$ cat src/hdl/fc_pkg.sv
//////////////////////////////////////////////////
// Shared widths, memory sizes, data types and
// FSM encodings of the FC layer engine
//////////////////////////////////////////////////

package fc_pkg;

  // Datapath geometry
  localparam int LANES     = 4;
  localparam int DATA_W    = 8;
  localparam int WORD_W    = 32;
  localparam int ACC_W     = 28;
  localparam int MEM_DEPTH = 256;
  localparam int ADDR_W    = 8;
  localparam int SIZE_W    = 11;
  localparam int IDX_W     = 8;

  // Requantize: ReLU, shift, saturate
  localparam int FRAC_SHIFT = 6;
  localparam int SAT_MAX    = 127;

  typedef logic signed [DATA_W-1:0] act_t;
  typedef logic signed [ACC_W-1:0]  acc_t;
  typedef logic [WORD_W-1:0]        word_t;
  typedef logic [ADDR_W-1:0]        addr_t;
  typedef logic [SIZE_W-1:0]        size_t;
  typedef logic [IDX_W-1:0]         idx_t;

  typedef enum logic [1:0] {
    load_none, load_feat, load_bias, load_weight
  } load_mode_t;

  typedef enum logic [2:0] {
    seq_idle, seq_read, seq_feed, seq_drain, seq_bias, seq_handoff
  } seq_state_t;

endpackage

$ cat src/hdl/fc_result_if.sv
//////////////////////////////////////////////////
// Group result handoff, four lane sums plus the
// matching bias word, sequencer to output packer
//////////////////////////////////////////////////

interface fc_result_if;
  import fc_pkg::*;

  logic  valid;
  logic  ready;
  acc_t  sums [LANES];
  word_t bias;
  // Marks the final group of the layer
  logic  last;

  modport sender (output valid, output sums, output bias, output last, input ready);
  modport receiver (input valid, input sums, input bias, input last, output ready);

endinterface

$ cat src/hdl/result_packer.sv
//////////////////////////////////////////////////
// Bias add, requantize and pack of four outputs,
// AXI-Stream master and running argmax
//////////////////////////////////////////////////

module result_packer (
  input  logic          clk,
  input  logic          rstn,
  fc_result_if.receiver res,
  output fc_pkg::word_t m_tdata,
  output logic          m_tvalid,
  input  logic          m_tready,
  output logic          m_tlast,
  output fc_pkg::idx_t  max_idx
);
  import fc_pkg::*;

  act_t  q [LANES];
  word_t packed_word;
  act_t  max_val;
  act_t  best_val;
  idx_t  best_idx;
  idx_t  group;
  logic  xfer;

  // ReLU, then shift and clamp to SAT_MAX
  function automatic act_t requant(acc_t sum, act_t bias);
    acc_t s;
    acc_t shifted;
    s       = sum + acc_t'(bias);
    shifted = s >>> FRAC_SHIFT;
    if (s < 0) begin
      return '0;
    end
    if (shifted > acc_t'(SAT_MAX)) begin
      return act_t'(SAT_MAX);
    end
    return act_t'(shifted);
  endfunction

  assign res.ready = !m_tvalid;
  assign xfer      = res.valid && res.ready;

  // Strictly greater keeps the first index on a tie
  always_comb begin
    best_val = max_val;
    best_idx = max_idx;
    for (int l = 0; l < LANES; l++) begin
      q[l] = requant(res.sums[l], act_t'(res.bias[DATA_W*l +: DATA_W]));
      packed_word[DATA_W*l +: DATA_W] = q[l];
      if (q[l] > best_val) begin
        best_val = q[l];
        best_idx = idx_t'(group * LANES + l);
      end
    end
  end

  always_ff @(posedge clk) begin
    if (!rstn) begin
      m_tvalid <= 1'b0;
      m_tlast  <= 1'b0;
      group    <= '0;
      max_val  <= act_t'(-SAT_MAX - 1);
      max_idx  <= '0;
    end else if (xfer) begin
      m_tvalid <= 1'b1;
      m_tlast  <= res.last;
      group    <= group + idx_t'(1);
      max_val  <= best_val;
      max_idx  <= best_idx;
    end else if (m_tready) begin
      m_tvalid <= 1'b0;
      m_tlast  <= 1'b0;
    end
  end

  always_ff @(posedge clk) begin
    if (xfer) begin
      m_tdata <= packed_word;
    end
  end

endmodule

$ cat src/flat_wrapper.sv
// flat-port wrapper written by rule: the top's interface ports become plain ports
module result_packer_flat import fc_pkg::*;
  (clk, rstn, m_tdata, m_tvalid, m_tready, m_tlast, max_idx, res_valid, res_sums, res_bias, res_last, res_ready);
  fc_result_if res_i ();
  input  logic clk;
  input  logic rstn;
  output fc_pkg::word_t m_tdata;
  output logic m_tvalid;
  input  logic m_tready;
  output logic m_tlast;
  output fc_pkg::idx_t max_idx;
  input wire logic [$bits(res_i.valid)-1:0] res_valid;
  input wire logic [$bits(res_i.sums)-1:0] res_sums;
  input wire logic [$bits(res_i.bias)-1:0] res_bias;
  input wire logic [$bits(res_i.last)-1:0] res_last;
  output wire logic [$bits(res_i.ready)-1:0] res_ready;
  assign res_i.valid = res_valid;
  assign res_i.sums = {>>{res_sums}};
  assign res_i.bias = res_bias;
  assign res_i.last = res_last;
  assign res_ready = res_i.ready;
  result_packer u_core (.clk(clk), .rstn(rstn), .res(res_i), .m_tdata(m_tdata), .m_tvalid(m_tvalid), .m_tready(m_tready), .m_tlast(m_tlast), .max_idx(max_idx));
endmodule
$ cat config.mk
export PLATFORM = sky130hd
export DESIGN_NAME = result_packer_flat
export DESIGN_NICKNAME = d
export VERILOG_FILES = /design/src/hdl/fc_pkg.sv /design/src/hdl/fc_result_if.sv /design/src/hdl/result_packer.sv /design/src/flat_wrapper.sv
export SDC_FILE = /design/constraint.sdc
export NUM_CORES = 1
export LEC_CHECK = 0
export CELL_PAD_IN_SITES_DETAIL_PLACEMENT = 2
export CELL_PAD_IN_SITES_GLOBAL_PLACEMENT = 2
export CORE_MARGIN = 5
export CORE_UTILIZATION = 38
export DETAILED_ROUTE_END_ITERATION = 10
export DONT_BUFFER_PORTS = 1
export PLACE_DENSITY = 0.91
export RECOVER_POWER = 50
export SLEW_MARGIN = 15
export SYNTH_ARGS = -nofsm -noshare
export SYNTH_HDL_FRONTEND = slang
export SYNTH_SLANG_ARGS = --single-unit
$ cat constraint.sdc
create_clock -name clk -period 18.55 [get_ports clk]
set_clock_uncertainty 0.15 [all_clocks]
set_input_delay 3.71 -clock clk [delete_from_list [all_inputs] [get_ports clk]]
set_output_delay 3.71 -clock clk [all_outputs]
set_load 0.03 [all_outputs]
==> out/metrics.cfg <==
[detailed_routing]
first_pass_iters = 5
wire_per_inst_microns = 23.0
drt_iter0_markers = 472
num_vias = 9516
final_antenna_net_count = 0
route.detailed.drc = 0
routed_wl_mm = 34.7
routed_via_density = 6.31

[logic_synthesis]
synthCells = 1205
yosys.cell_types.count = 93
synth_top_area_frac = 0.186
synthFlopType = edfxtp_1
avgSynthCellArea_sq_um = 7.64
ys_warn_count = 0
async_reset_ff_frac = 0
synth_area_leaders = ha_1 19%, edfxtp_1 10%, a21oi_1 6.7%
ys_top_cells_by_count = 137 x ha_1, 124 x a21oi_1, 105 x nand2_1
ys_ff_latch = 56
synth_edf_count = 32
yosysSeqAreaShare = 0.157
netlist_area_sq_mm = 0.00921
yosysTopAreaCell = ha_1
synth_most_common_cell = ha_1

[clocking]
cts_sinks = 56
cts.repair.resized = 0
htreeDepth = 2
ctsRootBufferMaster = clkbuf_16
cts_buffers = 5
clk_latency_ps = 310
cts_tree = done
cts.clk_slew.worst_paths_ps = 80
post-cts-setup-buffers = 0
ctsHoldBuffers = 0
clk_path_buf_depth = 2

[floorplanning]
dieArea_sq_mm = 0.0274
initial_core_util = 0.382
die_w_microns = 166
die_h_microns = 166
fp-row-count = 57
coreArea_sq_mm = 0.0241
pin_count = 192

[worst_setup_path]
ff2ff_setup_slack_ps = 8240
crit_arrival_ps = 16320
rr_worst_depth = 42
end_kind = flip-flop
cp_data_required_time_ps = 18600
crit_path_start = res_bias[5]
cp-start-kind = primary input
r2r-end = u_core.max_idx[0]
crit_fanout = 18
worst_r2r_startpoint = u_core.max_val[6]
critPathSlowestCell = or4b_4
cpMostUsedCell = o21a_1
worstSetupPathType = primary input to flip-flop
crit_end = u_core.max_idx[0]
cpPeakStageDelay_ps = 650

[final_layout]
utilization = 0.400
area_delta_synth_final_pct = 4.63
fin_area_sq_mm = 0.00964
final_cells = 1508
post_route_cells_drive_above_1_share = 0.0397
diodes = 0
nNetsFinal = 1469

[timing]
hold_violations = 0
min_period_ps = 16270
tns_ps = 0
setup_slack_ps = 2280
fmaxAchievable_ghz = 0.0615
holdWs_ps = 390
worstMarginPinSlew_ps = 1760
rsz0062_at_grt = no
finalSetupViolCount = 0
relSlewSlack = -0.173
drv_slew = 46
period_share = 0.877

[power]
ir_worst_vdd_mv = 0.0379
finalPower_mw = 0.798
p_per_area_mw_per_mm2 = 82.8
p_leak_nw = 3.73

[outcome]
status = complete, but fails checks
violations = capacitance limit, slew limit

[placement]
io_buffers = 0
dpl_cell_area_sq_mm = 0.00947
place_congestion = 0.923
dp_hpwl_mm = 29.2
dp.cells = 1500
post-place-ws_ps = 1670

[grt]
grt_pass1_wl_mm = 55.3
grt_max_degree = 46
grt_overflow_total = 0
grt_pass1_vias = 10300
gr-usage-all-layers = 0.238
antenna_found_initial = 0

[min_path]
hold_depth = 2
worstHoldPathType = flip-flop to flip-flop

[flow_run]
maxCapViolCount = 1

[registers in the layout, summed over array words and instances, names as in the netlist]
name and count:
u_core.group 6, u_core.m_tvalid 1, u_core.max_val 8, u_core.max_idx 8
u_core.m_tlast 1, u_core.m_tdata 32
[final cells by class]
| class | instances | area [sq um] |
|---|---|---|
| clock buffers | 5 | 125 |
| clock inverters | 3 | 25.0 |
| fillers | 2884 | 14500 |
| inverters | 39 | 146 |
| multi-input cells | 1080 | 7480 |
| flip-flops and latches | 56 | 1440 |
| well taps | 324 | 405 |
| repair buffers | 1 | 7.51 |
[per-layer routing]
metal / routed length (microns) / share of wire / track usage
met1: 14800 / 0.43 / 0.282
met2: 17800 / 0.51 / 0.443
met5: 0 / 0 / 0
met4: 912 / 0.026 / 0.0671
met3: 1220 / 0.035 / 0.0379
[placed cells by master, fill, tap and decap left out, types with 20 or more instances in the layout]
cell type and instances:
a211oi_1 24, a21o_1 20, a21oi_1 124, dfxtp_1 24
edfxtp_1 32, ha_1 137, inv_1 38, nand2_1 105
nand3_1 31, nand4_1 28, nor2_1 101, nor3_1 29
o211ai_1 26, o21a_1 47, o21ai_0 82, xnor2_1 28
xor2_1 24
[logic make-up (layout without fill, tap and decap cells)]
family,after synthesis,after routing,share of synthesized area
AO/OA/AOI/OAI,455,455,0.331
XOR/XNOR,52,52,0.0495
adder cells (fa/ha/maj),137,137,0.186
buffers and inverters,76,48,0.0352
flip-flops,56,56,0.157
multiplexers,13,13,0.0144
other,1,8,0.000407
AND/OR/NAND/NOR,415,415,0.227
[how the worst min path moves through the flow]
stage	start	end
finish	u_core.group[5]	u_core.group[5]
detailed placement	u_core.group[1]	u_core.group[1]
floorplan	u_core.group[1]	u_core.group[1]
global placement	u_core.group[1]	u_core.group[1]
CTS	u_core.group[1]	u_core.group[1]
global route	u_core.group[5]	u_core.group[5]
[power by group]
part	internal [mW]	switching (mW)	leakage, nW
logic	0.193	0.317	3.15
registers	0.151	0.0338	0.502
clock network	0.0513	0.0515	0.0708
total	0.395	0.403	3.73
[critical path, delay by kind of cell]
| kind | cells | cell delay (ps) |
|---|---|---|
| fa+ha+maj | 5 | 1690 |
| simple gates | 16 | 3870 |
| buf+inv | 1 | 240 |
| compound gates | 29 | 6820 |
Power figures use the tool's default switching activity.
