[src/hdl/fc_pkg.sv]
//////////////////////////////////////////////////
// Shared widths, memory sizes, data types and
// FSM encodings of the FC layer engine
//////////////////////////////////////////////////

package fc_pkg;

  // Datapath geometry
  localparam int LANES     = 4;
  localparam int DATA_W    = 8;
  localparam int WORD_W    = 32;
  localparam int ACC_W     = 28;
  localparam int MEM_DEPTH = 256;
  localparam int ADDR_W    = 8;
  localparam int SIZE_W    = 11;
  localparam int IDX_W     = 8;

  // Requantize: ReLU, shift, saturate
  localparam int FRAC_SHIFT = 6;
  localparam int SAT_MAX    = 127;

  typedef logic signed [DATA_W-1:0] act_t;
  typedef logic signed [ACC_W-1:0]  acc_t;
  typedef logic [WORD_W-1:0]        word_t;
  typedef logic [ADDR_W-1:0]        addr_t;
  typedef logic [SIZE_W-1:0]        size_t;
  typedef logic [IDX_W-1:0]         idx_t;

  typedef enum logic [1:0] {
    load_none, load_feat, load_bias, load_weight
  } load_mode_t;

  typedef enum logic [2:0] {
    seq_idle, seq_read, seq_feed, seq_drain, seq_bias, seq_handoff
  } seq_state_t;

endpackage

[src/hdl/layer_config.sv]
//////////////////////////////////////////////////
// Command decode, layer size registers, sticky
// done flags and compute start
//////////////////////////////////////////////////

module layer_config (
  input  logic               clk,
  input  logic               rstn,
  input  logic [2:0]         command,
  input  logic               fc_start,
  input  fc_pkg::size_t      size,
  input  logic               load_finish,
  input  logic               run_finish,
  output fc_pkg::load_mode_t load_mode,
  output fc_pkg::size_t      feat_count,
  output fc_pkg::size_t      out_count,
  output logic               compute_go,
  output logic               f_done,
  output logic               b_done,
  output logic               w_done,
  output logic               fc_done
);
  import fc_pkg::*;

  load_mode_t next_mode;
  logic       computing;
  logic       w_done_q;
  logic       accept;

  // Lowest set command bit whose data is not loaded yet
  always_comb begin
    if (command[0] && !f_done) begin
      next_mode = load_feat;
    end else if (command[1] && !b_done) begin
      next_mode = load_bias;
    end else if (command[2] && !w_done) begin
      next_mode = load_weight;
    end else begin
      next_mode = load_none;
    end
  end

  assign accept = fc_start && load_mode == load_none && !computing;

  always_ff @(posedge clk) begin
    if (!rstn) begin
      load_mode  <= load_none;
      computing  <= 1'b0;
      compute_go <= 1'b0;
      w_done_q   <= 1'b0;
      f_done     <= 1'b0;
      b_done     <= 1'b0;
      w_done     <= 1'b0;
      fc_done    <= 1'b0;
    end else begin
      // Start compute one cycle after the weights complete
      w_done_q   <= w_done;
      compute_go <= w_done && !w_done_q;
      if (accept) begin
        load_mode <= next_mode;
        fc_done   <= 1'b0;
      end else if (load_finish) begin
        load_mode <= load_none;
        case (load_mode)
          load_feat:   f_done <= 1'b1;
          load_bias:   b_done <= 1'b1;
          load_weight: begin
            w_done    <= 1'b1;
            computing <= 1'b1;
          end
          default: ;
        endcase
      end
      if (run_finish) begin
        computing <= 1'b0;
        fc_done   <= 1'b1;
      end
    end
  end

  // Sizes are captured with the load that defines them
  always_ff @(posedge clk) begin
    if (accept && next_mode == load_feat) begin
      feat_count <= size;
    end
    if (accept && next_mode == load_bias) begin
      out_count <= size;
    end
  end

endmodule

[config.mk]
export PLATFORM = sky130hd
export DESIGN_NAME = layer_config
export DESIGN_NICKNAME = d
export VERILOG_FILES = /design/src/hdl/fc_pkg.sv /design/src/hdl/layer_config.sv
export SDC_FILE = /design/constraint.sdc
export NUM_CORES = 1
export LEC_CHECK = 0
export ABC_AREA = 1
export BUFFER_PORTS_ARGS = -buffer_cell sky130_fd_sc_hd__buf_2
export CORE_MARGIN = 2
export CORE_UTILIZATION = 48
export CTS_CLUSTER_DIAMETER = 60
export DETAILED_ROUTE_END_ITERATION = 8
export GPL_TIMING_DRIVEN = 0
export PLACE_DENSITY = 0.86
export SETUP_SLACK_MARGIN = 0.1
export SYNTH_ARGS = -nofsm -noshare
export SYNTH_HDL_FRONTEND = slang
export SYNTH_SLANG_ARGS = --single-unit
[constraint.sdc]
create_clock -name clk -period 2.1 [get_ports clk]
set_input_delay 0.21 -clock clk [delete_from_list [all_inputs] [get_ports clk]]
set_output_delay 0.21 -clock clk [all_outputs]
set_load 0.02 [all_outputs]
==> run metrics, run 1 <==
Placement Rows=17; Synthesized Nets=97; P_sw=261.0 uW; crit path kind=reg -> reg; clk slew on worst S/H paths=0.09 ns; top cells by area, synth=edfxtp_1 (62%), dfxtp_1 (17%), nand2_1 (4.2%), inv_1 (3.5%), nor2_1 (2.8%); Yosys reg bits=31; HPWL after DPL=1391 um; Post-CTS Setup Bufs=0; internal power=848.2 uW; Pleak=0.0006148 uW; antenna violations before repair=0; Synth async-reset ratio=0%; vias in the first global route=686; hold crit path type=in -> reg; Via density=4.634; top-count cell post-synth=edfxtp_1; total negative slack=0 ns; YS warnings=0; post-CTS sizing=0; DRC=0; final period utilization=81.79%; register area share after synthesis=79.25%; combinational share of power=10.6%; DIE HEIGHT=51.02 um; CTS tree=done; 1st-pass router iterations=4; Fin. Hold Viols=0; pin count of the biggest net entering global routing=12; Inserted Diodes=0; maximum VDD drop=503.9 uV; clock skew=0.005103 ns; slew at the pin closest to its max-slew limit=0.9242 ns; Root Buffer=clkbuf_4; Seq pwr share=62.6%; CTS Buf Count=5; CTS sink count=31; CP Max Fanout=11; CP endpoint kind=register; Syn-to-layout area delta=30.19%; setup repair after global routing missed its margin=no; routed length per placed instance=11.13 um; Ports=48; hold buffer count at cts=0; post-layout minimum cycle time=1.718 ns; Die W=51.02 um; synth cell count leaders=edfxtp_1 (22), nand2_1 (12), inv_1 (10); DP Worst Slack=0.3838 ns; Post-Syn Area=0.001061 mm^2; Max Slew Vio Count=0; clock latency on the worst-skew pair=0.31 ns; post-synth top area share=62.26%; status=finished clean; Rel. slew slack=38.16%; Peak Freq=582.2 MHz; post-synth cell types=16; total global-route track usage=15.32%; CP required=2.04 ns; Core Box Area=0.002148 mm^2; max-cap violation count=0; syn_area_per_cell=13.60 um^2; final net count=151; Final Setup Violations=0; GPL Wtd Cong=0.6993; H-tree depth=2; layout cell share with drive strength beyond 1=45.86%; total gr overflow=0; first-pass GRT wire length=2760 um; Max clock buf depth=2; starting density of the core=49.39%; Post-DP Area=0.001331 mm^2; remaining antenna violation count=0; P per Cell Area=803.0 mW/mm^2; final wirelength=1792 um; Yosys top cell by area=edfxtp_1; Sw Share=23.53%; via count=746; Clock Power Share=26.8%; Post-Layout Inst Area=0.001381 mm^2; IO Port Bufs=47; Post-synth EDFFs=22; Iter 0 DRT Violations=12; Post-Syn Instances=78; Post-synth top flop=edfxtp_1; final setup margin=0.3825 ns; Core Util, Final=64.30%; Design Power=1109 uW; Die ar.=0.002603 mm^2; critical path data arrival time=1.65 ns; startpoint types=register
-- per-layer routing --
| metal | global-route usage (%) | part of all wire [%] | wire, um | vias to the layer above |
|---|---|---|---|---|
| met5 | 0 | 0 | 0 | - |
| met4 | 9.009 | 0.56 | 10 | 0 |
| met3 | 7.018 | 11 | 191 | 2 |
| met2 | 26.62 | 49 | 873 | 43 |
| met1 | 14.65 | 40 | 715 | 332 |
| li1 | - | - | - | 369 |
-- flip-flops by register name (all words and copies together), names as in the netlist --
name,count
computing,1
w_done_q,1
feat_count,11
load_mode,2
b_done,1
compute_go,1
fc_done,1
f_done,1
out_count,11
w_done,1
-- cell families (layout without fill, tap and decap cells) --
| logic type | after synthesis | in the layout | synth area share, % |
|---|---|---|---|
| buf+inv | 11 | 66 | 3.892 |
| compound gates | 8 | 8 | 4.954 |
| simple gates | 28 | 28 | 11.91 |
| flops | 31 | 31 | 79.24 |
-- worst max-delay path, cell delays in order, from the launching register on --
cell     delay [ns]
dfxtp_1        0.38
nor2_1         0.15
nand2_2        0.10
nor2_1         0.71
-- final cells by class --
| class | count | area, um^2 |
|---|---|---|
| well taps | 28 | 35.03 |
| flip-flops and latches | 31 | 840.8 |
| fillers | 189 | 767.0 |
| multi-input cells | 36 | 178.9 |
| repair buffers | 47 | 235.2 |
| clock buffers | 6 | 41.29 |
| clock inverters | 2 | 8.758 |
| inverters | 11 | 41.29 |
-- final timing paths --
kind	from	to	slack [ns]	cells after the start
worst max-delay path	load_mode[0]	feat_count[2]	0.38	3
worst min-delay path	run_finish	computing	0.08	2
worst max register to register	load_mode[0]	feat_count[2]	0.38	3
worst min register to register	w_done_q	compute_go	0.39	1
-- power by group through the flow --
stage | sequential (uW) | combinational [uW] | clock (uW)
3_5_place_dp | 708 | 119 | 0
3_3_place_gp | 707 | 115 | 0
2_1_floorplan | 740 | 35.7 | 0
6_report | 694 | 117 | 297
5_1_grt | 697 | 128 | 346
4_1_cts | 694 | 119 | 311
-- metrics by stage --
stage	cells	hold slack, ns
2_1_floorplan	78	0.2893
3_3_place_gp	153	0.3737
3_5_place_dp	153	0.3798
4_1_cts	161	0.05681
6_report	161	0.07506
5_1_grt	161	0.05868
-- layout by cell type (no fill, tap or decap), drive strengths merged --
master,count
a21oi,6
nand3b,1
nor3,1
nand2,14
inv,11
clkinv,2
o21ai,1
a31oi,1
edfxtp,22
dfxtp,9
nor2,9
buf,47
clkbuf,6
nand3,3
Note: power is estimated with default switching activity, not from simulation.
==> inputs of run 2 (changes only) <==
--- a/config.mk
+++ b/config.mk
@@ -8,11 +8,11 @@
 export ABC_AREA = 1
 export BUFFER_PORTS_ARGS = -buffer_cell sky130_fd_sc_hd__buf_2
 export CORE_MARGIN = 2
-export CORE_UTILIZATION = 48
+export CORE_UTILIZATION = 45
 export CTS_CLUSTER_DIAMETER = 60
 export DETAILED_ROUTE_END_ITERATION = 8
 export GPL_TIMING_DRIVEN = 0
-export PLACE_DENSITY = 0.86
+export PLACE_DENSITY = 0.82
 export SETUP_SLACK_MARGIN = 0.1
 export SYNTH_ARGS = -nofsm -noshare
 export SYNTH_HDL_FRONTEND = slang
==> constraint.sdc (replaced) <==
create_clock -name clk -period 1.7 [get_ports clk]
set_input_delay 0.17 -clock clk [delete_from_list [all_inputs] [get_ports clk]]
set_output_delay 0.17 -clock clk [all_outputs]
set_load 0.02 [all_outputs]
==> run metrics, run 2 (synthesized netlist as in run 1, its figures left out) <==
status=finished clean; P per Cell Area=999.2 mW/mm^2; most frequent cells in the layout=buf_2 (47), edfxtp_1 (22), nand2_1 (12); biggest regs=feat_count (11), out_count (11), load_mode (2); total global-route track usage=16.05%; DIE HEIGHT=52.56 um; antenna violations before repair=0; Clock Power Share=27.5%; starting density of the core=47.96%; Core Box Area=0.002212 mm^2; placed cell count=153; via count=730; Inserted Diodes=0; Rel. slew slack=61.89%; internal power=1054 uW; Syn-to-layout area delta=31.13%; slew at the pin closest to its max-slew limit=0.5710 ns; clock latency on the worst-skew pair=0.32 ns; Placement Rows=17; final net count=151; pin count of the biggest net entering global routing=12; hold crit path type=in -> reg; commonest non-fill, non-tap cell in the layout=buf_2; CTS sink count=31; Iter 0 DRT Violations=12; H-tree depth=2; IO Port Bufs=47; Design Power=1390 uW; CP endpoint kind=register; clock skew=0.004885 ns; DRC=0; total gr overflow=0; Fin. Hold Viols=0; Die ar.=0.002762 mm^2; Reg2Reg Setup Slack=0.22 ns; Pleak=0.0006155 uW; critical path data arrival time=1.44 ns; area of the multi-input gates=188.9 um^2; Root Buffer=clkbuf_4; startpoint types=register; final wirelength=1997 um; Max clock buf depth=2; Peak Freq=677.4 MHz; max-cap violation count=0; vias in the first global route=702; CP required=1.66 ns; CP Max Fanout=11; maximum VDD drop=612.8 uV; Seq pwr share=61.7%; Sw Share=24.15%; routed length per placed instance=12.40 um; GPL Wtd Cong=0.7241; Final Setup Violations=0; Max Slew Vio Count=0; first-pass GRT wire length=2953 um; Via density=4.534; final period utilization=86.83%; final-layout fill cell count=198; hold buffer count at cts=0; HPWL after DPL=1508 um; CTS tree=done; layout cell share with drive strength beyond 1=46.62%; clk slew on worst S/H paths=0.09 ns; Die W=52.56 um; 1st-pass router iterations=4; crit path kind=reg -> reg; P_sw=335.7 uW; CTS Buf Count=5; setup repair after global routing missed its margin=no; Reg area=840.8 um^2; Post-CTS Setup Bufs=0; post-route insts no fill=161; post-layout minimum cycle time=1.476 ns; Ports=48; combinational share of power=10.8%; remaining antenna violation count=0
==> run 2: changes by cell type in the layout (fill, tap and decap cells not counted), sizes merged <==
cell | previous run | this run
clkinv | 2 | 1
clkbuf | 6 | 7
==> run 2: critical path, cell delays in order, from the launching register on <==
cell     delay (ns)
dfxtp_1        0.40
nor2_1         0.14
nand2_2        0.11
nor2_2         0.46
==> run 2: what timing repair did <==
item / in CTS / in global routing
setup endpoints to repair: 22 / 0
endpoints found under the hold margin: 0 / 0
resized for setup: 2 / 0
==> run 2: routing by layer <==
layer / global-route usage (%) / share of wire [%]
met5: 0 / 0
met4: 11.54 / 2.4
met3: 5.429 / 10
met2: 25.62 / 45
met1: 17.68 / 42
==> run 2: path summary, 6_finish.rpt <==
check,start,endpoint,depth (start not counted)
worst min register to register,w_done_q,compute_go,1
worst min-delay path,run_finish,computing,2
worst max register to register,load_mode[1],feat_count[5],3
worst max-delay path,load_mode[1],feat_count[5],3
==> run 2: layout make-up <==
type                       instances  share of cell area, %
sequential                        31                  60.43
timing repair buffer              47                  16.91
multi-input combinational         36                  13.58
clock buffer                       7                  3.237
inverter                          11                  2.968
tap                               28                  2.518
clock inverter                     1                 0.3597
==> run 2: power by group through the flow <==
| stage | Combinational, uW | Sequential (uW) | Clock, uW |
|---|---|---|---|
| after floorplan | 44.1 | 914 | 0 |
| after global placement | 143 | 874 | 0 |
| after detailed placement | 148 | 876 | 0 |
| after CTS | 151 | 859 | 402 |
| after global routing | 163 | 862 | 438 |
| final | 150 | 858 | 382 |
==> run 2: metrics by stage <==
| stage | area, um^2 | TNS (ns) | setup WS [ns] | util [%] | hold WS [ns] |
|---|---|---|---|---|---|
| floorplan | 1061 | 0 | 0.1794 | - | 0.2493 |
| CTS | 1391 | 0 | 0.1971 | 62.90 | 0.008933 |
| global placement | 1331 | 0 | 0.02346 | 60.18 | 0.3506 |
| global route | 1391 | 0 | 0.1231 | 62.90 | 0.007748 |
| detailed placement | 1331 | -0.6630 | -0.06045 | 60.18 | 0.3622 |
| finish | 1391 | 0 | 0.2239 | 62.90 | 0.02415 |
