`config.mk`:
```
export PLATFORM = sky130hd
export DESIGN_NAME = stream_loader
export DESIGN_NICKNAME = d
export VERILOG_FILES = /design/src/hdl/fc_pkg.sv /design/src/hdl/stream_loader.sv
export SDC_FILE = /design/constraint.sdc
export NUM_CORES = 1
export LEC_CHECK = 0
export ABC_CLOCK_PERIOD_IN_PS = 9960
export BUFFER_PORTS_ARGS = -buffer_cell sky130_fd_sc_hd__buf_2
export CORE_UTILIZATION = 50
export DETAILED_ROUTE_END_ITERATION = 7
export PLACE_DENSITY = 0.81
export SYNTH_ARGS = -nofsm -noshare
export SYNTH_HDL_FRONTEND = slang
export SYNTH_SLANG_ARGS = --single-unit
```
`constraint.sdc`:
```
create_clock -name clk -period 9.96 [get_ports clk]
set_clock_uncertainty 0.1 [all_clocks]
set_input_delay 1.992 -clock clk [delete_from_list [all_inputs] [get_ports clk]]
set_output_delay 1.992 -clock clk [all_outputs]
set_load 0.01 [all_outputs]
```
`src/hdl/fc_pkg.sv`:
```
//////////////////////////////////////////////////
// Shared widths, memory sizes, data types and
// FSM encodings of the FC layer engine
//////////////////////////////////////////////////

package fc_pkg;

  // Datapath geometry
  localparam int LANES     = 4;
  localparam int DATA_W    = 8;
  localparam int WORD_W    = 32;
  localparam int ACC_W     = 28;
  localparam int MEM_DEPTH = 256;
  localparam int ADDR_W    = 8;
  localparam int SIZE_W    = 11;
  localparam int IDX_W     = 8;

  // Requantize: ReLU, shift, saturate
  localparam int FRAC_SHIFT = 6;
  localparam int SAT_MAX    = 127;

  typedef logic signed [DATA_W-1:0] act_t;
  typedef logic signed [ACC_W-1:0]  acc_t;
  typedef logic [WORD_W-1:0]        word_t;
  typedef logic [ADDR_W-1:0]        addr_t;
  typedef logic [SIZE_W-1:0]        size_t;
  typedef logic [IDX_W-1:0]         idx_t;

  typedef enum logic [1:0] {
    load_none, load_feat, load_bias, load_weight
  } load_mode_t;

  typedef enum logic [2:0] {
    seq_idle, seq_read, seq_feed, seq_drain, seq_bias, seq_handoff
  } seq_state_t;

endpackage

```
`src/hdl/stream_loader.sv`:
```
//////////////////////////////////////////////////
// AXI-Stream slave writing feature, bias and
// weight words into the on-chip memories
//////////////////////////////////////////////////

module stream_loader (
  input  logic               clk,
  input  logic               rstn,
  input  fc_pkg::word_t      s_tdata,
  input  logic               s_tvalid,
  output logic               s_tready,
  input  fc_pkg::load_mode_t load_mode,
  input  fc_pkg::size_t      feat_count,
  input  fc_pkg::size_t      out_count,
  input  fc_pkg::addr_t      rd_addr,
  output logic               load_finish,
  output fc_pkg::addr_t      mem_addr,
  output fc_pkg::word_t      wdata,
  output logic               feat_we,
  output logic               bias_we,
  output logic [3:0]         wt_we
);
  import fc_pkg::*;

  addr_t      word_cnt;
  addr_t      wt_base;
  logic [1:0] bank;
  size_t      neuron;
  size_t      item_words;
  logic       beat;
  logic       last_word;
  logic       last_neuron;

  // Words per stream (feature, bias) or per neuron (weight)
  assign item_words  = (load_mode == load_bias) ? out_count >> 2 : feat_count >> 2;

  assign s_tready    = load_mode != load_none;
  assign beat        = s_tvalid && s_tready;
  assign last_word   = (size_t'(word_cnt) + size_t'(1)) == item_words;
  assign last_neuron = (neuron + size_t'(1)) == out_count;
  assign load_finish = beat && last_word && (load_mode != load_weight || last_neuron);

  // Each beat is written in the cycle it is accepted
  assign wdata   = s_tdata;
  assign feat_we = beat && load_mode == load_feat;
  assign bias_we = beat && load_mode == load_bias;
  assign wt_we   = (beat && load_mode == load_weight) ? 4'b0001 << bank : 4'b0000;

  // The sequencer owns the address bus while no load runs
  always_comb begin
    case (load_mode)
      load_none:   mem_addr = rd_addr;
      load_weight: mem_addr = wt_base + word_cnt;
      default:     mem_addr = word_cnt;
    endcase
  end

  always_ff @(posedge clk) begin
    if (!rstn || load_mode == load_none) begin
      word_cnt <= '0;
      wt_base  <= '0;
      bank     <= '0;
      neuron   <= '0;
    end else if (beat) begin
      if (last_word) begin
        word_cnt <= '0;
        neuron   <= neuron + size_t'(1);
        bank     <= bank + 2'd1;
        // Next bank row after each set of four neurons
        if (bank == 2'(LANES - 1)) begin
          wt_base <= wt_base + addr_t'(item_words);
        end
      end else begin
        word_cnt <= word_cnt + addr_t'(1);
      end
    end
  end

endmodule

```
==> results_dict.tcl, run 1 <==
set metrics [dict create \
    hold_path.startpoint "neuron[10]$_SDFFE_PP0P_" \
    start_util_pct 53.4 \
    pin_count 115 \
    clk_latency_ns 0.29 \
    r2r-start "word_cnt[0]$_SDFFE_PP0P_" \
    leakagePower_nw 1.42 \
    dieArea_um2 6370 \
    remaining_drc_errors 0 \
    fmaxAchievable_mhz 145 \
    drt_wl_total_um 6970 \
    cts_setup_buffers 0 \
    period_share_pct 69.1 \
    crit_top_cell "buf_2" \
    fin_ws_ns 3.08 \
    avgSynthCellArea_um2 7.85 \
    wire_per_inst_um 15.1 \
    ys.flop_type "dfxtp_1" \
    clk_path_buf_depth 2 \
    crit_start "load_mode[0]" \
    fill_cells 526 \
    reg2reg_depth 8 \
    synth_compound_area_share_pct 16.8 \
    status "completed" \
    firstDrtPassIters 5 \
    dp_hpwl_um 4940 \
    synthSimpleGateAreaFrac_pct 22.8 \
    synth_fa_ha_area_share_pct 11.2 \
    gr-total-overflow 0 \
    critPathMaxFanout 13 \
    coreArea_um2 5680 \
    whs_path_depth 2 \
    slowest_stage "ha_1" \
    grt_pass1_vias 2516 \
    dp_slack_ns 3.11 \
    hold_path_class "reg -> reg" \
    synth_top_family_by_area "simple AND/OR/NAND/NOR gates" \
    synth_fp_nets 479 \
    slew_violations 0 \
    cp_cell_sequence "buf_2, inv_1, ha_1, mux2i_1, xor2_1, or3_1, a32oi_4, nand3_2, a21oi_1, buf_2" \
    cp_top_family "simple AND/OR/NAND/NOR gates" \
    regArea_um2 581 \
    multi_input_area_um2 2030 \
    cts_hold_buffers 0 \
    ys_types 54 \
    tns_ns 0 \
    synth_edf_count 0 \
    die_h_um 79.8 \
    drt-initial-drc-count 170 \
    worst_pin_slew_ns 0.853 \
    synthesis.area_um2 3030 \
    rsz0062_at_grt "false" \
    fp-row-count 27 \
    cts_buffers 5 \
    start_kind "input pin" \
    io_buffers 48 \
    drive_above_1_share_pct 17.0 \
    period_minus_slack_ns 6.88 \
    path_clk_slew_ns 0.06 \
    cp.buffers_inverters 3 \
    final_cell_mix "48 x buf_2, 29 x dfxtp_1, 27 x nor2_1, 27 x nand2_1, 25 x a21oi_1" \
    die_w_um 79.8 \
    vias 2712 \
    async_reset_ff_share_pct 0 \
    antenna_found_initial 0 \
    cts_sinks 29 \
    h-tree-depth 2 \
    placed_area_um2 3020 \
    yosysSeqAreaShare_pct 19.2 \
    ctsResizeCount 0 \
    muxShareOfSynthArea_pct 5.08 \
    viasPerCell 5.88 \
    worstSetupPathType "in -> out" \
    worst_ep_required_time_ns 7.87 \
    ys.warnings.count 0 \
    cap_violations 0 \
    area_delta_synth_final_pct 2.93 \
    syn_inst 386 \
    synth_seq_cells 29 \
    max_slew_margin_pct 43.0 \
    grt_pass1_wl_um 11500 \
    power_density_nw_per_um2 89.8 \
    gp_congestion 0.847 \
    nets 481 \
    post-route-util_pct 54.9 \
    grt_max_degree 24 \
    path_depth 10 \
    stdcell_area_um2 3120 \
    peakVddDrop_mv 0.0605 \
    setup_viol 0 \
    cts_tree "built" \
    cp-end-kind "output pin" \
    root_buffer "clkbuf_8" \
    layout_commonest_cell "buf_2" \
    synth_xor_xnor_area_share_pct 11.3 \
    antenna_left 0 \
    cp.arrival_ns 4.79 \
    diodes 0 \
    whs_ns 0.398 \
    grtUsageTotal_pct 22.8 \
    hold_viol 0 \
    slowest_delay_ns 0.55 \
]
-- synthesized netlist by cell type (all sizes together) (2+ instances only) --
cell type	instances	area share, %
xor2	18	5.2
nand3	16	2.8
ha	24	9.9
nor2	27	3.3
o21bai	2	0.50
nor3	4	0.66
o31ai	2	0.50
nor4	3	0.62
o41ai	2	0.58
a21o	9	2.2
a221oi	4	1.2
xnor2	21	6.1
fa	2	1.3
dfxtp	29	19
o21ai	15	2.5
and4	2	0.58
clkbuf	13	1.7
buf	40	9.6
and3	12	2.5
nor2b	4	0.83
or4	2	0.50
a22oi	3	0.74
a21boi	2	0.50
nand2	27	3.3
nand4	10	2.3
mux2	5	2.1
a21oi	25	4.1
mux2i	9	3.0
inv	19	2.4
or3	11	2.3
o21a	2	0.50
and2	4	0.83
o211ai	4	0.99
-- worst reg2reg max path: cells and delay by family (launching register included) --
kind                       cells  cell delay (ns)
adders and majority gates      1             0.32
AOI/OAI and AO/OA              2             0.53
DFF                            1             0.51
and+or+nand+nor                5             1.74
-- area by class of cell --
type / count / area share, %
Multi-Input combinational cell: 285 / 65.2
Sequential cell: 29 / 18.6
Timing Repair Buffer: 48 / 7.70
Clock buffer: 7 / 3.09
Tap cell: 72 / 2.89
Inverter: 19 / 2.29
Clock inverter: 1 / 0.161
-- routing by layer --
metal	wire length, um	vias up	track usage, %
met5	0	-	0
met4	95	0	9.64
li1	-	1322	-
met1	3000	1272	27.6
met3	454	14	3.77
met2	3410	104	39.4
-- registers in the layout, summed over array words and instances (netlist names) --
| name | flops |
|---|---|
| bank | 2 |
| neuron | 11 |
| word_cnt | 8 |
| wt_base | 8 |
-- logic make-up after synthesis --
| logic type | Yosys count |
|---|---|
| mux | 14 |
| flops | 29 |
| compound gates | 76 |
| simple gates | 130 |
| fa+ha+maj | 26 |
| xor+xnor | 39 |
| buf+inv | 72 |
-- per-stage QoR --
stage,power (W),instances
after floorplan,0.000167,386
after global placement,0.000169,453
after detailed placement,0.000171,453
after CTS,0.000281,461
after global routing,0.000292,461
final,0.000280,461
-- power by group --
| part | switching (W) | internal, W |
|---|---|---|
| registers | 0.00000127 | 0.000116 |
| logic | 0.0000296 | 0.0000220 |
| clock network | 0.0000484 | 0.0000624 |
-- worst paths after layout --
path / slack (ns) / to
worst max-delay path: 3.08 / load_finish
worst min-delay path: 0.40 / neuron[10]$_SDFFE_PP0P_
worst max register to register: 6.67 / neuron[10]$_SDFFE_PP0P_
worst min register to register: 0.40 / neuron[10]$_SDFFE_PP0P_
(Power assumes the default switching activity.)
==> run 2: changes to the inputs <==
--- a/config.mk
+++ b/config.mk
@@ -5,11 +5,12 @@
 export SDC_FILE = /design/constraint.sdc
 export NUM_CORES = 1
 export LEC_CHECK = 0
-export ABC_CLOCK_PERIOD_IN_PS = 9960
+export ABC_AREA = 1
+export ABC_CLOCK_PERIOD_IN_PS = 6700
 export BUFFER_PORTS_ARGS = -buffer_cell sky130_fd_sc_hd__buf_2
 export CORE_UTILIZATION = 50
 export DETAILED_ROUTE_END_ITERATION = 7
-export PLACE_DENSITY = 0.81
+export PLACE_DENSITY = 0.8
 export SYNTH_ARGS = -nofsm -noshare
 export SYNTH_HDL_FRONTEND = slang
 export SYNTH_SLANG_ARGS = --single-unit
==> constraint.sdc (replaced) <==
create_clock -name clk -period 6.7 [get_ports clk]
set_clock_uncertainty 0.1 [all_clocks]
set_input_delay 1.34 -clock clk [delete_from_list [all_inputs] [get_ports clk]]
set_output_delay 1.34 -clock clk [all_outputs]
set_load 0.01 [all_outputs]
==> run 2 against run 1 <==
The flow now finishes with violations (DRC). Synthesized area grew 11%. Global-route usage is 0.94 points higher. Synthesized cell count up 40%. Hold slack gained 0.014 ns. Sequential share of layout area down 1.8 points. Final cell count increased by 37%. First-iteration DRC count grew 24%. Non-clock buffer count up 1. Critical path type unchanged.
==> results_dict.tcl, run 2 <==
set metrics [dict create \
    dieArea_um2 7030 \
    ys_top_cells_by_count "138 x nand2_1, 81 x inv_1, 49 x nor2_1" \
    power.switching_w 0.000138 \
    cp_top_family "simple AND/OR/NAND/NOR gates" \
    stdcell_area_um2 3460 \
    cts_hold_buffers 0 \
    max_slew_margin_pct 54.2 \
    root_buffer "clkbuf_8" \
    fmaxAchievable_mhz 198 \
    peakVddDrop_mv 0.0669 \
    status "complete, but fails checks" \
    cts_setup_buffers 0 \
    r2r-start "word_cnt[0]$_SDFFE_PP0P_" \
    grt_max_degree 21 \
    ys.warnings.count 0 \
    die_h_um 83.8 \
    gr-total-overflow 0 \
    swShare_pct 33.0 \
    leakagePower_nw 1.81 \
    coreArea_um2 6420 \
    start_kind "input pin" \
    regMostFlops "neuron" \
    drt_wl_total_um 8260 \
    multi_input_area_um2 2130 \
    cp.arrival_ns 3.61 \
    reg2reg_depth 14 \
    critPathMaxFanout 15 \
    synth_fp_nets 634 \
    drive_above_1_share_pct 16.1 \
    synthTopCellsByArea "dfxtp_1 17%, nand2_1 15%, inv_1 9.1%" \
    placed_area_um2 3380 \
    rr_endpoint "wt_base[3]$_SDFFE_PP0P_" \
    period_minus_slack_ns 5.05 \
    die_w_um 83.8 \
    setup_viol 0 \
    worst_pin_slew_ns 0.685 \
    synth.most_common_cell "nand2_1" \
    power_density_nw_per_um2 121 \
    violations "DRC" \
    cp-end-kind "output pin" \
    drt-initial-drc-count 211 \
    grt_pass1_wl_um 13400 \
    cp_cell_sequence "buf_2, inv_1, ha_1, inv_2, nand2_1, nand2_1, nand3_1, nand2_1, a21oi_1, nand3_1, nor2_1, nand3_1, nor2_1, buf_2" \
    min_to "neuron[1]$_SDFFE_PP0P_" \
    p_int_w 0.000281 \
    cts_buffers 5 \
    h-tree-depth 2 \
    synth_area_leader_cell "dfxtp_1" \
    slowest_stage "ha_1" \
    r2r_slack_ns 3.83 \
    synth.top_cell.area_share_pct 17.3 \
    diodes 0 \
    pin_count 115 \
    area_delta_synth_final_pct 3.33 \
    path_clk_slew_ns 0.07 \
    async_reset_ff_share_pct 0 \
    yosysSeqAreaShare_pct 17.3 \
    rsz0062_at_grt "false" \
    synth_seq_cells 29 \
    worst_ep_required_time_ns 5.26 \
    clk_latency_ns 0.30 \
    vias 3352 \
    worstSetupPathType "in -> out" \
    cts_tree "built" \
    tns_ns 0 \
    layout_commonest_cell "nand2_1" \
    pwr-share-seq_pct 41.8 \
    ys_types 37 \
    wire_per_inst_um 13.1 \
    final_cell_mix "138 x nand2_1, 81 x inv_1, 49 x nor2_1" \
    ys.flop_type "dfxtp_1" \
    io_buffers 48 \
    gp_congestion 0.896 \
    cts_sinks 29 \
    slew_violations 0 \
    instances_no_fill 631 \
    place_inst 623 \
    avgSynthCellArea_um2 6.19 \
    hold_viol 0 \
    antenna_left 0 \
    firstDrtPassIters 7 \
    cap_violations 0 \
    viasPerCell 5.31 \
    antenna_found_initial 0 \
    fill_cells 628 \
    hold_path.startpoint "neuron[1]$_SDFFE_PP0P_" \
    synth_edf_count 0 \
    dp_hpwl_um 6510 \
    largest_reg_flops 11 \
    cp.buffers_inverters 4 \
    whs_path_depth 2 \
    hold_path_class "reg -> reg" \
    period_share_pct 75.3 \
    combPwrFrac_pct 23.0 \
    top_regs "neuron x11, word_cnt x8, wt_base x8" \
    slowest_delay_ns 0.60 \
    post-route-util_pct 53.9 \
    clk_path_buf_depth 2 \
    grtUsageTotal_pct 23.7 \
    start_util_pct 52.1 \
    grt_pass1_vias 3010 \
    p_clk_share_pct 35.2 \
    syn_inst 541 \
    fp-row-count 29 \
    synthesis.area_um2 3350 \
    ctsResizeCount 0 \
    nets 646 \
    remaining_drc_errors 14 \
    regArea_um2 581 \
]
## run 2: worst register-to-register path, delay by kind of cell (launching register included)
kind          cells  cell delay (ns)
buf+inv           1             0.06
flops             1             0.55
fa+ha+maj         1             0.27
simple gates     12             1.79
## run 2: worst max-delay path by stage
| stage | startpoint | to | slack, ns | depth (start not counted) |
|---|---|---|---|---|
| after floorplan | load_mode[0] | load_finish | 2.54 | 13 |
| after global placement | load_mode[0] | load_finish | 1.67 | 14 |
| after detailed placement | load_mode[0] | load_finish | 1.69 | 14 |
| after CTS | load_mode[0] | load_finish | 1.66 | 14 |
| after global routing | load_mode[0] | load_finish | 1.45 | 14 |
| final | load_mode[0] | load_finish | 1.65 | 14 |
## run 2: layout make-up
type | instances | share of cell area [%]
multi-input combinational | 383 | 61.7
sequential | 29 | 16.8
inverter | 85 | 9.22
timing repair buffer | 49 | 7.16
tap | 77 | 2.78
clock buffer | 6 | 2.10
clock inverter | 2 | 0.289
## run 2: through the flow
step	hold WS (ns)	setup slack [ns]	power, W
final	0.412	1.65	0.000419
after global routing	0.447	1.45	0.000440
after CTS	0.417	1.66	0.000420
after detailed placement	0.401	1.69	0.000274
after global placement	0.395	1.67	0.000273
after floorplan	0.360	2.54	0.000264
## run 2: power groups by stage
stage               Sequential [W]  Combinational (W)  Clock [W]
floorplan                 0.000178          0.0000852          0
global route              0.000175           0.000107   0.000158
detailed placement        0.000179          0.0000955          0
CTS                       0.000175          0.0000959   0.000149
finish                    0.000175          0.0000966   0.000148
global placement          0.000179          0.0000938          0
## run 2: logic make-up after synthesis
logic type / count (synthesis) / synth area share (%)
simple gates: 262 / 35.4
buf+inv: 129 / 18.9
compound gates: 79 / 13.6
flops: 29 / 17.3
fa+ha+maj: 26 / 10.2
xor+xnor: 16 / 4.60
## run 2: per-layer routing
layer	global-route usage, %	wire length (um)	share of wire [%]
met1	29.3	3610	44
met2	41.4	3850	47
met3	4.15	613	7.4
met4	7.99	187	2.3
met5	0	0	0
